`src/logic/pcs_rx_pkg.sv`:
```
// shared widths and types; rx_block_t assumes blocks framed on 66-bit boundaries, N_LANES <= 32
`default_nettype none

package pcs_rx_pkg;

    localparam int NB_BLOCK     = 66;
    localparam int NB_PAYLOAD   = 64;
    localparam int NB_SH        = 2;
    localparam int NB_ERR_COUNT = 16;
    localparam int NB_APB_ADDR  = 8;
    localparam int NB_APB_DATA  = 32;

    // one lane's coded block, header 01 or 10 is valid
    typedef struct packed {
        logic                  valid;
        logic [NB_SH-1:0]      header;
        logic [NB_PAYLOAD-1:0] payload;
    } rx_block_t;

    typedef struct packed {
        logic block_lock;
        logic hdr_err;
        logic hi_ber;
    } lane_status_t;

    typedef struct packed {
        logic                   psel;
        logic                   penable;
        logic                   pwrite;
        logic [NB_APB_ADDR-1:0] paddr;
        logic [NB_APB_DATA-1:0] pwdata;
    } apb_req_t;

    typedef struct packed {
        logic [NB_APB_DATA-1:0] prdata;
        logic                   pready;
        logic                   pslverr;
    } apb_rsp_t;

    typedef enum logic {
        LOCK_HUNT,
        LOCK_LOCKED
    } lock_state_t;

    // error counter of lane n sits at REG_ERR_BASE + 4n
    typedef enum logic [NB_APB_ADDR-1:0] {
        REG_LOCK     = 8'h00,
        REG_HI_BER   = 8'h04,
        REG_CTRL     = 8'h08,
        REG_ERR_BASE = 8'h10
    } reg_addr_t;

endpackage

`default_nettype wire

```
`src/logic/block_lock_fsm.sv`:
```
// lock judged on sync headers only; no bit slip, so input blocks must already be framed
`default_nettype none
`timescale 1ns/1ns

module block_lock_fsm
#(
    parameter int LOCK_COUNT    = 64,
    parameter int UNLOCK_WINDOW = 64,
    parameter int UNLOCK_LIMIT  = 16
)
(
    input  wire                   i_clock,
    input  wire                   i_reset,
    input  wire pcs_rx_pkg::rx_block_t i_block,
    output logic                  o_block_lock,
    output logic                  o_hdr_err
);

    localparam int NB_GOOD = $clog2(LOCK_COUNT + 1);
    localparam int NB_WIN  = $clog2(UNLOCK_WINDOW + 1);
    localparam int NB_INV  = $clog2(UNLOCK_LIMIT + 1);

    pcs_rx_pkg::lock_state_t state;
    logic [NB_GOOD-1:0]      good_count;
    logic [NB_WIN-1:0]       win_count;
    logic [NB_INV-1:0]       inv_count;
    logic                    sh_valid;

    // 01 and 10 are the only legal headers
    assign sh_valid     = i_block.header[1] ^ i_block.header[0];
    assign o_hdr_err    = i_block.valid & ~sh_valid;
    assign o_block_lock = (state == pcs_rx_pkg::LOCK_LOCKED);

    always_ff @(posedge i_clock)
    begin
        if (i_reset)
        begin
            state      <= pcs_rx_pkg::LOCK_HUNT;
            good_count <= '0;
            win_count  <= '0;
            inv_count  <= '0;
        end
        else if (i_block.valid)
        begin
            case (state)
                pcs_rx_pkg::LOCK_HUNT:
                begin
                    // need an unbroken run of good headers
                    if (!sh_valid)
                    begin
                        good_count <= '0;
                    end
                    else if (good_count == NB_GOOD'(LOCK_COUNT - 1))
                    begin
                        state      <= pcs_rx_pkg::LOCK_LOCKED;
                        good_count <= '0;
                        win_count  <= '0;
                        inv_count  <= '0;
                    end
                    else
                    begin
                        good_count <= good_count + NB_GOOD'(1);
                    end
                end
                pcs_rx_pkg::LOCK_LOCKED:
                begin
                    if (!sh_valid && inv_count == NB_INV'(UNLOCK_LIMIT - 1))
                    begin
                        state     <= pcs_rx_pkg::LOCK_HUNT;
                        win_count <= '0;
                        inv_count <= '0;
                    end
                    else if (win_count == NB_WIN'(UNLOCK_WINDOW - 1))
                    begin
                        // window closed below the limit, start over
                        win_count <= '0;
                        inv_count <= '0;
                    end
                    else
                    begin
                        win_count <= win_count + NB_WIN'(1);
                        if (!sh_valid)
                        begin
                            inv_count <= inv_count + NB_INV'(1);
                        end
                    end
                end
                default:
                begin
                    state <= pcs_rx_pkg::LOCK_HUNT;
                end
            endcase
        end
    end

endmodule

`default_nettype wire

```
`src/logic/hi_ber_monitor.sv`:
```
// hi_ber window counts valid blocks only; threshold and window length fixed per build
`default_nettype none
`timescale 1ns/1ns

module hi_ber_monitor
#(
    parameter int BER_WINDOW   = 1024,
    parameter int HI_BER_COUNT = 97
)
(
    input  wire                   i_clock,
    input  wire                   i_reset,
    input  wire pcs_rx_pkg::rx_block_t i_block,
    output logic                  o_hi_ber
);

    localparam int NB_WIN = $clog2(BER_WINDOW + 1);
    localparam int NB_ERR = $clog2(HI_BER_COUNT + 1);

    logic [NB_WIN-1:0] win_count;
    logic [NB_ERR-1:0] err_count;
    logic [NB_ERR-1:0] err_next;
    logic              bad_sh;
    logic              at_limit;
    logic              win_end;

    assign bad_sh   = ~(i_block.header[1] ^ i_block.header[0]);
    assign at_limit = (err_count == NB_ERR'(HI_BER_COUNT));
    assign win_end  = (win_count == NB_WIN'(BER_WINDOW - 1));

    // count saturates at the threshold
    always_comb
    begin
        err_next = err_count;
        if (i_block.valid && bad_sh && !at_limit)
        begin
            err_next = err_count + NB_ERR'(1);
        end
    end

    always_ff @(posedge i_clock)
    begin
        if (i_reset)
        begin
            win_count <= '0;
            err_count <= '0;
            o_hi_ber  <= 1'b0;
        end
        else if (i_block.valid && win_end)
        begin
            // window boundary decides whether hi_ber stays up
            win_count <= '0;
            err_count <= '0;
            o_hi_ber  <= (err_next == NB_ERR'(HI_BER_COUNT));
        end
        else
        begin
            if (i_block.valid)
            begin
                win_count <= win_count + NB_WIN'(1);
            end
            err_count <= err_next;
            if (at_limit)
            begin
                o_hi_ber <= 1'b1;
            end
        end
    end

endmodule

`default_nettype wire

```
`src/logic/lane_descrambler.sv`:
```
// x^58+x^39+1 self-synchronous descrambler, payload LSB first; header is never scrambled
`default_nettype none
`timescale 1ns/1ns

module lane_descrambler
(
    input  wire                   i_clock,
    input  wire                   i_reset,
    input  wire pcs_rx_pkg::rx_block_t i_block,
    input  wire                   i_block_lock,
    input  wire                   i_enable,
    output pcs_rx_pkg::rx_block_t o_block
);

    localparam int NB_STATE = 58;
    localparam int TAP      = 39;
    localparam int NB_EXT   = pcs_rx_pkg::NB_PAYLOAD + NB_STATE;

    logic [NB_STATE-1:0]               scr_state;
    logic [NB_EXT-1:0]                 ext;
    logic [pcs_rx_pkg::NB_PAYLOAD-1:0] descrambled;
    logic                              out_valid;
    logic [pcs_rx_pkg::NB_SH-1:0]      out_header;
    logic [pcs_rx_pkg::NB_PAYLOAD-1:0] out_payload;

    // oldest received bit at ext[0], bit i of payload at ext[NB_STATE+i]
    assign ext = {i_block.payload, scr_state};

    // out[i] = s[i] ^ s[i-39] ^ s[i-58]
    assign descrambled = i_block.payload
                       ^ ext[NB_STATE-TAP +: pcs_rx_pkg::NB_PAYLOAD]
                       ^ ext[0 +: pcs_rx_pkg::NB_PAYLOAD];

    // state follows the line even in bypass so re-enabling is seamless
    always_ff @(posedge i_clock)
    begin
        if (i_reset)
        begin
            scr_state <= '0;
        end
        else if (i_block.valid)
        begin
            scr_state <= ext[NB_EXT-1 -: NB_STATE];
        end
    end

    always_ff @(posedge i_clock)
    begin
        if (i_reset)
        begin
            out_valid <= 1'b0;
        end
        else
        begin
            out_valid <= i_block.valid & i_block_lock;
        end
    end

    always_ff @(posedge i_clock)
    begin
        out_header  <= i_block.header;
        out_payload <= i_enable ? descrambled : i_block.payload;
    end

    always_comb
    begin
        o_block.valid   = out_valid;
        o_block.header  = out_header;
        o_block.payload = out_payload;
    end

endmodule

`default_nettype wire

```
`src/logic/pcs_rx_top.sv`:
```
// all lanes share one valid; blocks arrive framed, no back-pressure, N_LANES at most 32
`default_nettype none
`timescale 1ns/1ns

module pcs_rx_top
#(
    parameter int N_LANES       = 4,
    parameter int LOCK_COUNT    = 64,
    parameter int UNLOCK_WINDOW = 64,
    parameter int UNLOCK_LIMIT  = 16,
    parameter int BER_WINDOW    = 1024,
    parameter int HI_BER_COUNT  = 97
)
(
    input  wire                                      i_clock,
    input  wire                                      i_reset,
    input  wire pcs_rx_pkg::rx_block_t [N_LANES-1:0] i_rx_blocks,
    output wire pcs_rx_pkg::rx_block_t [N_LANES-1:0] o_rx_blocks,
    input  wire pcs_rx_pkg::apb_req_t                i_apb,
    output wire pcs_rx_pkg::apb_rsp_t                o_apb
);

    wire pcs_rx_pkg::lane_status_t [N_LANES-1:0] lane_status;
    wire                                         descramble_enable;

    // one independent receive path per lane
    for (genvar g = 0; g < N_LANES; g++)
    begin : g_lane
        block_lock_fsm
        #(
            .LOCK_COUNT    (LOCK_COUNT),
            .UNLOCK_WINDOW (UNLOCK_WINDOW),
            .UNLOCK_LIMIT  (UNLOCK_LIMIT)
        )
        u_block_lock
        (
            .i_clock      (i_clock),
            .i_reset      (i_reset),
            .i_block      (i_rx_blocks[g]),
            .o_block_lock (lane_status[g].block_lock),
            .o_hdr_err    (lane_status[g].hdr_err)
        );

        hi_ber_monitor
        #(
            .BER_WINDOW   (BER_WINDOW),
            .HI_BER_COUNT (HI_BER_COUNT)
        )
        u_hi_ber
        (
            .i_clock  (i_clock),
            .i_reset  (i_reset),
            .i_block  (i_rx_blocks[g]),
            .o_hi_ber (lane_status[g].hi_ber)
        );

        lane_descrambler
        u_descrambler
        (
            .i_clock      (i_clock),
            .i_reset      (i_reset),
            .i_block      (i_rx_blocks[g]),
            .i_block_lock (lane_status[g].block_lock),
            .i_enable     (descramble_enable),
            .o_block      (o_rx_blocks[g])
        );
    end

    status_regs_apb
    #(
        .N_LANES (N_LANES)
    )
    u_status_regs
    (
        .i_clock             (i_clock),
        .i_reset             (i_reset),
        .i_apb               (i_apb),
        .o_apb               (o_apb),
        .i_lane_status       (lane_status),
        .o_descramble_enable (descramble_enable)
    );

endmodule

`default_nettype wire

```
`src/logic/status_regs_apb.sv`:
```
// zero-wait-state APB slave; only REG_CTRL is writable, N_LANES must not exceed 32
`default_nettype none
`timescale 1ns/1ns

module status_regs_apb
#(
    parameter int N_LANES = 4
)
(
    input  wire                                         i_clock,
    input  wire                                         i_reset,
    input  wire pcs_rx_pkg::apb_req_t                   i_apb,
    output pcs_rx_pkg::apb_rsp_t                        o_apb,
    input  wire pcs_rx_pkg::lane_status_t [N_LANES-1:0] i_lane_status,
    output logic                                        o_descramble_enable
);

    localparam int NB_ERR  = pcs_rx_pkg::NB_ERR_COUNT;
    localparam int NB_ADDR = pcs_rx_pkg::NB_APB_ADDR;

    logic                               access;
    logic                               rd_access;
    logic                               ctrl_wr;
    logic                               hi_ber_rd;
    logic                               addr_hit;
    logic [N_LANES-1:0]                 lock_live;
    logic [N_LANES-1:0]                 hi_ber_live;
    logic [N_LANES-1:0]                 hdr_err_live;
    logic [N_LANES-1:0]                 hi_ber_sticky;
    logic [N_LANES-1:0]                 err_sel;
    logic [NB_ERR-1:0]                  err_count [N_LANES];
    logic [pcs_rx_pkg::NB_APB_DATA-1:0] rd_data;

    assign access    = i_apb.psel & i_apb.penable;
    assign rd_access = access & ~i_apb.pwrite;
    assign ctrl_wr   = access & i_apb.pwrite & (i_apb.paddr == pcs_rx_pkg::REG_CTRL);
    assign hi_ber_rd = rd_access & (i_apb.paddr == pcs_rx_pkg::REG_HI_BER);

    always_comb
    begin
        for (int n = 0; n < N_LANES; n++)
        begin
            lock_live[n]    = i_lane_status[n].block_lock;
            hi_ber_live[n]  = i_lane_status[n].hi_ber;
            hdr_err_live[n] = i_lane_status[n].hdr_err;
            err_sel[n]      = (i_apb.paddr == NB_ADDR'(pcs_rx_pkg::REG_ERR_BASE + 4 * n));
        end
    end

    // read mux and address decode
    always_comb
    begin
        rd_data  = '0;
        addr_hit = 1'b1;
        case (i_apb.paddr)
            pcs_rx_pkg::REG_LOCK:   rd_data[N_LANES-1:0] = lock_live;
            pcs_rx_pkg::REG_HI_BER: rd_data[N_LANES-1:0] = hi_ber_sticky;
            pcs_rx_pkg::REG_CTRL:   rd_data[0] = o_descramble_enable;
            default:
            begin
                addr_hit = |err_sel;
                for (int n = 0; n < N_LANES; n++)
                begin
                    if (err_sel[n])
                    begin
                        rd_data[NB_ERR-1:0] = err_count[n];
                    end
                end
            end
        endcase
    end

    always_comb
    begin
        o_apb.prdata  = rd_data;
        o_apb.pready  = 1'b1;
        o_apb.pslverr = access & (~addr_hit | (i_apb.pwrite & ~ctrl_wr));
    end

    always_ff @(posedge i_clock)
    begin
        if (i_reset)
        begin
            o_descramble_enable <= 1'b1;
        end
        else if (ctrl_wr)
        begin
            o_descramble_enable <= i_apb.pwdata[0];
        end
    end

    // sticky until read, then reloads with the live level
    always_ff @(posedge i_clock)
    begin
        if (i_reset)
        begin
            hi_ber_sticky <= '0;
        end
        else if (hi_ber_rd)
        begin
            hi_ber_sticky <= hi_ber_live;
        end
        else
        begin
            hi_ber_sticky <= hi_ber_sticky | hi_ber_live;
        end
    end

    always_ff @(posedge i_clock)
    begin
        if (i_reset)
        begin
            for (int n = 0; n < N_LANES; n++)
            begin
                err_count[n] <= '0;
            end
        end
        else
        begin
            for (int n = 0; n < N_LANES; n++)
            begin
                // a read keeps only an error from the same cycle
                if (rd_access && err_sel[n])
                begin
                    err_count[n] <= NB_ERR'(hdr_err_live[n]);
                end
                else if (hdr_err_live[n] && !(&err_count[n]))
                begin
                    err_count[n] <= err_count[n] + NB_ERR'(1);
                end
            end
        end
    end

endmodule

`default_nettype wire

```
`config.mk`:
```
export PLATFORM = sky130hd
export DESIGN_NAME = pcs_rx_top
export DESIGN_NICKNAME = d
export VERILOG_FILES = /design/src/logic/pcs_rx_pkg.sv /design/src/logic/block_lock_fsm.sv /design/src/logic/hi_ber_monitor.sv /design/src/logic/lane_descrambler.sv /design/src/logic/pcs_rx_top.sv /design/src/logic/status_regs_apb.sv
export SDC_FILE = /design/constraint.sdc
export NUM_CORES = 1
export LEC_CHECK = 0
export ABC_AREA = 1
export BUFFER_PORTS_ARGS = -buffer_cell sky130_fd_sc_hd__buf_4
export CORE_MARGIN = 2
export CORE_UTILIZATION = 58
export CTS_BUF_LIST = sky130_fd_sc_hd__clkbuf_8
export DETAILED_ROUTE_END_ITERATION = 16
export PLACE_DENSITY = 0.86
export SLEW_MARGIN = 20
export SYNTH_ARGS = -nofsm -noshare
export SYNTH_HDL_FRONTEND = slang
export SYNTH_SLANG_ARGS = --single-unit
```
`constraint.sdc`:
```
create_clock -name i_clock -period 3 [get_ports i_clock]
set_input_delay 0.6 -clock i_clock [delete_from_list [all_inputs] [get_ports i_clock]]
set_output_delay 0.6 -clock i_clock [all_outputs]
set_load 0.02 [all_outputs]
```
==> reports/summary.md, run 1 <==
The flow ran to the end, and the final reports show no timing, DRC or antenna violations. The detailed router's first-iteration violation count is 2121. The die is 238.3 um wide. The routed length per placed instance was 16.21 um.

The buffers inserted during post-CTS setup optimization is 0, and the vertical die dimension is 238.3 um. After synthesis the netlist holds a flip-flop and latch count of 725. The worst hold path begins at i_rx_blocks[125]. Register clock-pin slew on the reported worst setup and hold paths: 60 ps. In this run the critical register-to-register path is captured at u_status_regs.err_count[0][2]. The fraction of the cycle the final worst path needs is 88.64%.

Final antenna-violating net count: 0. The depth of the most critical reg-to-reg path is 9, and the area of all placed cells without fillers is 0.03893 sq mm. The type of the setup path with the least slack was in2out. Worst setup skew after layout: 40.12 ps. The clock tree synthesis step divided the H-tree into 3 levels.

The total global routing track utilization is 29.38%. The remaining global-route overflow was 0; the share of synthesized flip-flops with an asynchronous set or reset was 0%. The per-cell via count in the routed design is 5.358, and the number of antenna violations at the first check in global routing is 6. Power comes to 23.62 mW.

Entering global routing, the biggest net connects 136 pins. For the number of rows in the core area, the log shows 85. Summing all multi-input logic gate instances after layout gives 0.01417 sq mm. Once routing completed, OpenROAD measured the worst setup slack at 340.9 ps.

The number of DRC violations after detailed routing was 0. In this run, CTS created clock tree buffers numbering 115. The max-capacitance violation count is 0, and the sequential share of the synthesized area is 47.60%.

Traced cell by cell, the critical path runs through buf_4 > inv_1 > nand4_2 > nor4_4 > inv_2 > o21ai_0 > nor2_1 > a21oi_1 > buf_4. The unique cell type count in the Yosys netlist came out at 58. Registers take 0.01516 sq mm. The slowest stage of the critical path belongs to the cell sky130_fd_sc_hd__nor4_4. The total cell area at the placement stage is 0.03646 sq mm.

The first global-routing pass estimated 136000 um of wire. The filler cells instantiated in the layout total 3985. During synthesis, Yosys emitted a total of 0 warnings.

From synthesis to final layout, the design area changed by 22.29%. Placer's final routability congestion estimate: 0.9236. In this run the clock root is driven by a sky130_fd_sc_hd__clkbuf_8. In this run, placement finished with an instance count of 5128. At the pin with the least slew margin, the transition time is 874.6 ps.

The die covers 0.05678 sq mm. The critical path's largest stage delay is 380 ps, and the number of clock sinks seen by CTS is 725. For the summed instance area of the synthesized netlist, the log shows 0.03184 sq mm.

Setup repair after global routing left no endpoint under its margin. For the source-to-sink clock delay at the later pin of the worst-skew pair, the log shows 740 ps. The register-to-register setup slack was 610 ps; the number of non-filler instances in the completed layout was 5349.

The port buffer count was 566; the post-layout net count was 4902. The shortest clock period the worst path allows after layout was 2659 ps; the number of primary I/O pins was 615. The maximum fanout along the worst path is 14. Detailed routing inserted a total of 28661 vias. The worst setup path is launched from a primary input. The kind of path behind the tightest hold check was in2reg. The critical path's most frequent cell was sky130_fd_sc_hd__buf_4. For the worst max-slew margin expressed relative to the limit, the log shows 41.69%.

The end point of the worst hold path is g_lane[1].u_descrambler.out_payload[58]. The startpoint identified for the worst register-to-register timing path is u_status_regs.err_count[0][0]. The tools report the final wirelength as 86710 um.

The tools report the nature of the critical path endpoint as an output pin. Most common flop cell mapped by yosys: sky130_fd_sc_hd__dfxtp_1. The worst hold path was traced through 2 stages. The tools report the core outline area as 0.05403 sq mm. The via count of the first global-routing pass was 27343; the peak supply drop was 0.0005325 V. Detailed placement finished with a half-perimeter wire length of 61740 um.

The mean post-synth cell area was 7.998 sq um; the starting utilization of the core area was 58.93%. At the worst endpoint, the required time is 2400 ps. For the detailed-router iteration count before antenna repair, the log shows 6. The tools report the critical path data arrival time as 2060 ps. Cells with a size suffix above 1 make up 18.95% of the layout. The clock passes through at most 3 buffers. Number of enable-type register cells in the synthesized netlist: 64. The run gives 0 as the number of hold violations in the final report. The number of resized instances in the post-cts repair step is 0.

The maximum operating frequency came out at 0.3761 GHz. OpenSTA, run right after detailed placement, puts the worst setup slack at 354.4 ps. Max-slew violation count: 0. The count of final setup violators is 0, and the leakage power is 17.54 nW. After routing, the total negative slack on setup checks comes to 0 ps. Synthesis produced a netlist whose cell count is 3981. TritonCTS built the clock tree. For this design the ratio of total power to cell area is 606.6 mW/mm^2.
layer usage:
layer	vias up	routed length, um	GRT usage (%)	part of all wire, %
met3	267	6766	6.571	7.8
li1	14032	-	-	-
met4	2	4247	14.83	4.9
met5	-	11	0	0.013
met1	13195	33910	34.58	39
met2	1165	41780	50.40	48
worst max-delay path by stage:
stage	from	to	slack, ps
finish	i_apb[38]	o_apb[17]	340
global route	i_apb[38]	o_apb[7]	210
CTS	i_apb[38]	o_apb[17]	350
detailed placement	i_apb[38]	o_apb[17]	350
global placement	i_apb[38]	o_apb[17]	360
floorplan	i_apb[38]	o_apb[15]	550
power by group:
part           total (mW)  leakage [nW]  switching (mW)  internal [mW]
Sequential           11.1          6.16           0.484           10.7
Combinational        3.94          10.0            2.33           1.62
Clock                8.53          1.37            3.96           4.57
Total                23.6          17.5            6.77           16.8
critical path: cells and delay by family:
| family | cells | cell delay, ps |
|---|---|---|
| and+or+nand+nor | 3 | 650 |
| buffers and inverters | 4 | 530 |
| AOI/OAI and AO/OA | 2 | 270 |
cell families (layout without fill, tap and decap cells):
kind of cell / Yosys count / after routing / synth area share (%)
XOR/XNOR: 330 / 330 / 9.078
AO/OA/AOI/OAI: 814 / 814 / 13.76
other: 2 / 22 / 0.02359
AND/OR/NAND/NOR: 1448 / 1448 / 20.20
flip-flops: 725 / 725 / 47.60
adder cells (fa/ha/maj): 32 / 32 / 1.258
buffers and inverters: 630 / 1282 / 8.080
state kept, by name, summed over array words and instances (netlist names), 8 cells and up:
signal                            count
g_lane.u_hi_ber.err_count            28
g_lane.u_block_lock.good_count       28
g_lane.u_hi_ber.win_count            44
g_lane.u_block_lock.win_count        28
g_lane.u_descrambler.out_payload    256
g_lane.u_block_lock.inv_count        20
g_lane.u_descrambler.scr_state      232
u_status_regs.err_count              64
g_lane.u_descrambler.out_header       8
cells in the final DEF, fill, tap and decap left out, types with 64 or more instances in the layout:
cell type                  Yosys  final
sky130_fd_sc_hd__clkbuf_8      0    146
sky130_fd_sc_hd__xnor2_1     178    178
sky130_fd_sc_hd__xor2_1      152    152
sky130_fd_sc_hd__o21ai_0     358    358
sky130_fd_sc_hd__nor2_1      253    253
sky130_fd_sc_hd__nand3_1     261    261
sky130_fd_sc_hd__a21boi_0     76     76
sky130_fd_sc_hd__inv_1       452    487
sky130_fd_sc_hd__buf_4        26    586
sky130_fd_sc_hd__dfxtp_1     661    660
sky130_fd_sc_hd__nand2_1     732    732
sky130_fd_sc_hd__edfxtp_1     64     64
sky130_fd_sc_hd__a21oi_1     335    335
cells in the mapped netlist (6+ instances only):
cell type / n / share of area (%)
sky130_fd_sc_hd__a31oi_1: 8 / 0.16
sky130_fd_sc_hd__o22ai_1: 7 / 0.14
sky130_fd_sc_hd__nand4_1: 26 / 0.51
sky130_fd_sc_hd__nor2_2: 19 / 0.37
sky130_fd_sc_hd__xnor2_1: 178 / 4.9
sky130_fd_sc_hd__inv_2: 22 / 0.26
sky130_fd_sc_hd__nand2_1: 732 / 8.6
sky130_fd_sc_hd__nor3_1: 57 / 0.90
sky130_fd_sc_hd__nand3_1: 261 / 4.1
sky130_fd_sc_hd__dfxtp_1: 661 / 42
sky130_fd_sc_hd__nor2_1: 253 / 3.0
sky130_fd_sc_hd__ha_1: 32 / 1.3
sky130_fd_sc_hd__clkbuf_1: 75 / 0.88
sky130_fd_sc_hd__nand3b_1: 6 / 0.14
sky130_fd_sc_hd__and3_1: 7 / 0.14
sky130_fd_sc_hd__nor2_4: 11 / 0.39
sky130_fd_sc_hd__buf_6: 7 / 0.25
sky130_fd_sc_hd__buf_4: 26 / 0.61
sky130_fd_sc_hd__nand3_2: 12 / 0.38
sky130_fd_sc_hd__o21ai_1: 8 / 0.13
sky130_fd_sc_hd__inv_1: 452 / 5.3
sky130_fd_sc_hd__nor3b_1: 9 / 0.21
sky130_fd_sc_hd__xor2_1: 152 / 4.2
sky130_fd_sc_hd__buf_2: 41 / 0.64
sky130_fd_sc_hd__or2_0: 7 / 0.14
sky130_fd_sc_hd__a21oi_1: 335 / 5.3
sky130_fd_sc_hd__nand2_2: 18 / 0.35
sky130_fd_sc_hd__edfxtp_1: 64 / 6.0
sky130_fd_sc_hd__a21boi_0: 76 / 1.8
sky130_fd_sc_hd__o21ai_0: 358 / 5.6
sky130_fd_sc_hd__nor3_2: 9 / 0.28
stage by stage:
| step | util [%] | hold slack [ps] |
|---|---|---|
| CTS | 72.04 | 2.556 |
| finish | 72.07 | 43.69 |
| global route | 72.07 | 16.85 |
| detailed placement | 67.49 | 436.5 |
| floorplan | - | 421.8 |
| global placement | 67.49 | 430.0 |
final cells by class:
| type | instances | share of cell area (%) |
|---|---|---|
| clock inverters | 62 | 0.9544 |
| multi-input cells | 2641 | 36.39 |
| flip-flops and latches | 725 | 38.93 |
| well taps | 696 | 2.237 |
| diodes | 5 | 0.03214 |
| clock buffers | 146 | 5.161 |
| inverters | 477 | 4.634 |
| repair buffers | 597 | 11.66 |
what timing repair did:
action | in CTS | in global routing
endpoints found under the setup margin | 0 | 0
endpoints found under the hold margin | 8 | 0
hold buffers | 8 | 0
Note: power is estimated with default switching activity, not from simulation.
==> inputs of run 2 (changes only) <==
- ABC_AREA: 1 -> not set
- CORE_UTILIZATION: 58 -> 57
- PLACE_DENSITY: 0.86 -> 0.85
==> reports/summary.md, run 2 <==
The run finished with clean final reports. For the number of hold violations in the final report, the log shows 0. The adder-cell share of the synthesized area came out at 1.282%. The commonest cells after synthesis are 661 x sky130_fd_sc_hd__dfxtp_1, 461 x sky130_fd_sc_hd__nor2_1, 366 x sky130_fd_sc_hd__nand2_1, 352 x sky130_fd_sc_hd__xor2_1, 307 x sky130_fd_sc_hd__xnor2_1.

The layout filler cell count came out at 3811. The compound-cell area share of the yosys netlist came out at 4.616%. The depth of the most critical reg-to-reg path works out to 6.

Prior to clock tree synthesis, the placed netlist has a worst setup slack of 86.07 ps. The via count of the first global-routing pass was 24241. g_lane.u_descrambler.out_payload holds more flip-flops than any other register. By area the synthesized netlist is led by sky130_fd_sc_hd__dfxtp_1 42%, sky130_fd_sc_hd__xor2_1 9.9%, sky130_fd_sc_hd__xnor2_1 8.6%.

The share of the synthesized area in the top cell type came out at 42.38%. The library cells used most frequently in the layout, excluding fill and tap cells, are 660 x sky130_fd_sc_hd__dfxtp_1, 599 x sky130_fd_sc_hd__buf_4, 461 x sky130_fd_sc_hd__nor2_1. The tools report the origin of the worst min-delay path as i_rx_blocks[234]. At the pin with the least slew margin, the transition time is 1082 ps. The worst setup path is of the in2out kind.

The vertical die dimension was 238.1 um; the power per unit of standard cell area was 635.0 mW/mm^2. The Yosys step of the flow raised 0 warnings. The maximum fanout along the worst path works out to 12.

Buffers inserted during post-CTS setup optimization: 0. Setup repair after global routing left no endpoint under its margin. Summing all placed instances gives a cell area of 0.03603 sq mm.

The placer's final routability congestion estimate came out at 0.9183. The clock tree synthesis step divided the H-tree into 3 levels. The worst register-to-register path begins at g_lane[2].u_block_lock.win_count[0].

For this design the top-level I/O count stands at 615. In this design, the critical path's most frequently occurring cell is sky130_fd_sc_hd__buf_4. Nature of the critical path endpoint: an output pin.

The min-delay analysis places its worst path in the category in2reg. The overall die area was 0.05667 sq mm; the number of rows in the core area was 85. The source-to-sink clock delay at the later pin of the worst-skew pair was 710 ps. Max-cap violations in this run came to 0.

The leading cell type by number of instances after synthesis was sky130_fd_sc_hd__dfxtp_1. In this run the deepest clock path goes through 3 buffers. The logs give 5 for the number of antenna violations at the first check in global routing and 58760 um for the post-detailed-placement half-perimeter wirelength. The run gives 57.80% as the starting utilization of the core area. Total global routing track utilization: 28.46%. In the final layout, flip-flops and latches occupy 0.01516 sq mm. Library cell contributing the largest single delay on the critical path: sky130_fd_sc_hd__or4b_4. Clock-pin slew was measured on the worst setup and hold paths at 60 ps. By area, the combinational part of the netlist is dominated by XOR/XNOR gates. The run gives 27.84% as the worst max-slew margin expressed relative to the limit. In this run the tool buffered the top-level ports with 566 buffer cells. The post-layout net count is 4142, and the count of final setup violators is 0. For this run, design rule violations remaining after detail routing come to 0. Yosys mapped the design onto 75 distinct sky130hd cell types. The total overflow left after global routing is 0. The fraction of layout cells with a size suffix above 1 came out at 21.11%. After layout, the worst setup slack is 100.0 ps. Of the total synthesized cell area, the portion taken by XOR and XNOR cells is 18.59%. After routing the design area is 0.03871 sq mm.

Across all layers, the routed design uses 24730 vias. Root cell of the clock tree: sky130_fd_sc_hd__clkbuf_8. The detailed router's first-iteration violation count is 1579, and the critical path's largest stage delay is 550 ps. The tools report the beginning of the critical path as i_apb[37]. The floorplan step set the die width to 238.1 um.

After detailed routing, the number of vias per cell comes to 5.378. The core outline area was 0.05403 sq mm. The leakage power was 17.69 nW; the power after layout was 24.58 mW. The synthesized netlist devotes 15.81% of its cell area to simple gates. TritonCTS built the clock tree. Of all cell types, the one taking the most synthesized area is sky130_fd_sc_hd__dfxtp_1. Multiplexer cells account for 8.474% of the synthesized area. The first global-routing pass estimated 128400 um of wire. The run gives 0 ps as the final sum of negative setup slack. Data arrives at the worst endpoint at 2300 ps. The peak supply drop is 0.0005052 V.

The library cell used most frequently in the layout, excluding fill and tap cells, is sky130_fd_sc_hd__dfxtp_1. After synthesis the cells add up to 0.03123 sq mm. Along the worst hold path, the cell count comes to 2. The maximum operating frequency was 0.3448 GHz. The largest registers in the layout are g_lane.u_descrambler.out_payload (256), g_lane.u_descrambler.scr_state (232), u_status_regs.err_count (64). Number of enable-type register cells in the synthesized netlist: 64.

Counting flops with an async set or reset pin after synthesis yields a share of 0%. Summing all multi-input logic gate instances after layout gives 0.01530 sq mm. The most common flop cell mapped by yosys was sky130_fd_sc_hd__dfxtp_1. Routed length per placed instance: 18.07 um.

At the worst endpoint, the required time is 2400 ps. The register with the most flip-flops in the layout has 256 of them. For the number of buffers inserted during clock tree synthesis, the log shows 117.

After synthesis the netlist holds a flip-flop and latch count of 725. From synthesis to final layout, the design area changed by 23.95%. The mean post-synth cell area is 9.737 sq um, and the max-slew violation count is 0. The sequential share of the synthesized area was 48.53%; the final wirelength was 83090 um.

Synthesis produced 3207 cells. The shortest clock period the worst path allows after layout was 2900 ps; the maximum number of pins on one net before global-route repair was 177. The logs give 725 for the number of clock sinks seen by CTS and 28.02 ps for the worst setup skew after layout. For the detailed-router iteration count before antenna repair, the log shows 6.

The worst setup path is launched from a primary input. The critical path goes through buf_4 > or4b_4 > buf_4 > nor3_1 > buf_4 > and3_1 > a221o_1 > buf_4. Fraction of the cycle the final worst path needs: 96.67%. The detail route stage leaves a number of antenna-violating nets equal to 0. The tightest hold path in the finished design has a slack of 71.78 ps.
## run 2: cell types whose count changed after synthesis, sizes merged, moves of 31 or more
cell,change
nor3,-31
nand2,-389
xnor2,+131
inv,-445
mux2i,+261
o21ai,-302
a21oi,-280
xor2,+200
nor2,+178
a21boi,-76
nand3,-208
## run 2: area by class of cell
cell class / instances / share of cell area [%]
flip-flops and latches: 725 / 39.16
repair buffers: 612 / 12.07
clock buffers: 147 / 5.227
clock inverters: 73 / 1.448
multi-input cells: 2311 / 39.53
inverters: 30 / 0.2909
diodes: 4 / 0.02586
well taps: 696 / 2.250
## run 2: worst max-delay path, delay by kind of cell
kind                   cells  cell delay, ps
AND/OR/NAND/NOR            3             880
buffers and inverters      4             650
AO/OA/AOI/OAI              1             170
## run 2: routing by layer
layer | vias to the layer above | wire length, um | track usage, %
li1 | 11825 | - | -
met1 | 11783 | 32320 | 33.51
met2 | 887 | 39560 | 46.85
met3 | 231 | 6977 | 8.758
met4 | 4 | 4212 | 14.75
met5 | - | 26 | 0
## run 2: final timing paths
path | to | slack, ps
setup / recovery | o_apb[6] | 100
hold / removal | g_lane[3].u_descrambler.out_payload[33] | 70
setup reg to reg | g_lane[2].u_block_lock.inv_count[1] | 780
hold reg to reg | g_lane[3].u_hi_ber.win_count[10] | 440
## run 2: cell families after synthesis
| family | after synthesis |
|---|---|
| AO/OA/AOI/OAI | 221 |
| XOR/XNOR | 661 |
| adder cells (fa/ha/maj) | 32 |
| buffers and inverters | 186 |
| flip-flops | 725 |
| multiplexers | 264 |
| other | 2 |
| AND/OR/NAND/NOR | 1116 |
## run 2: power breakdown
part,internal [mW],total (mW),switching (mW)
Sequential,10.7,11.2,0.501
Combinational,1.90,4.25,2.35
Clock,5.14,9.17,4.04
## run 2: metrics by stage
| step | cells | util (%) |
|---|---|---|
| finish | 4598 | 71.64 |
| global route | 4597 | 71.64 |
| CTS | 4594 | 71.62 |
| detailed placement | 4366 | 66.69 |
| global placement | 4366 | 66.69 |
| floorplan | 3222 | - |
## run 2: repair_timing
item | in CTS | in global routing
endpoints found under the hold margin | 8 | 0
endpoints found under the setup margin | 0 | 1
hold buffers | 8 | 0
gates resized for setup | 0 | 1
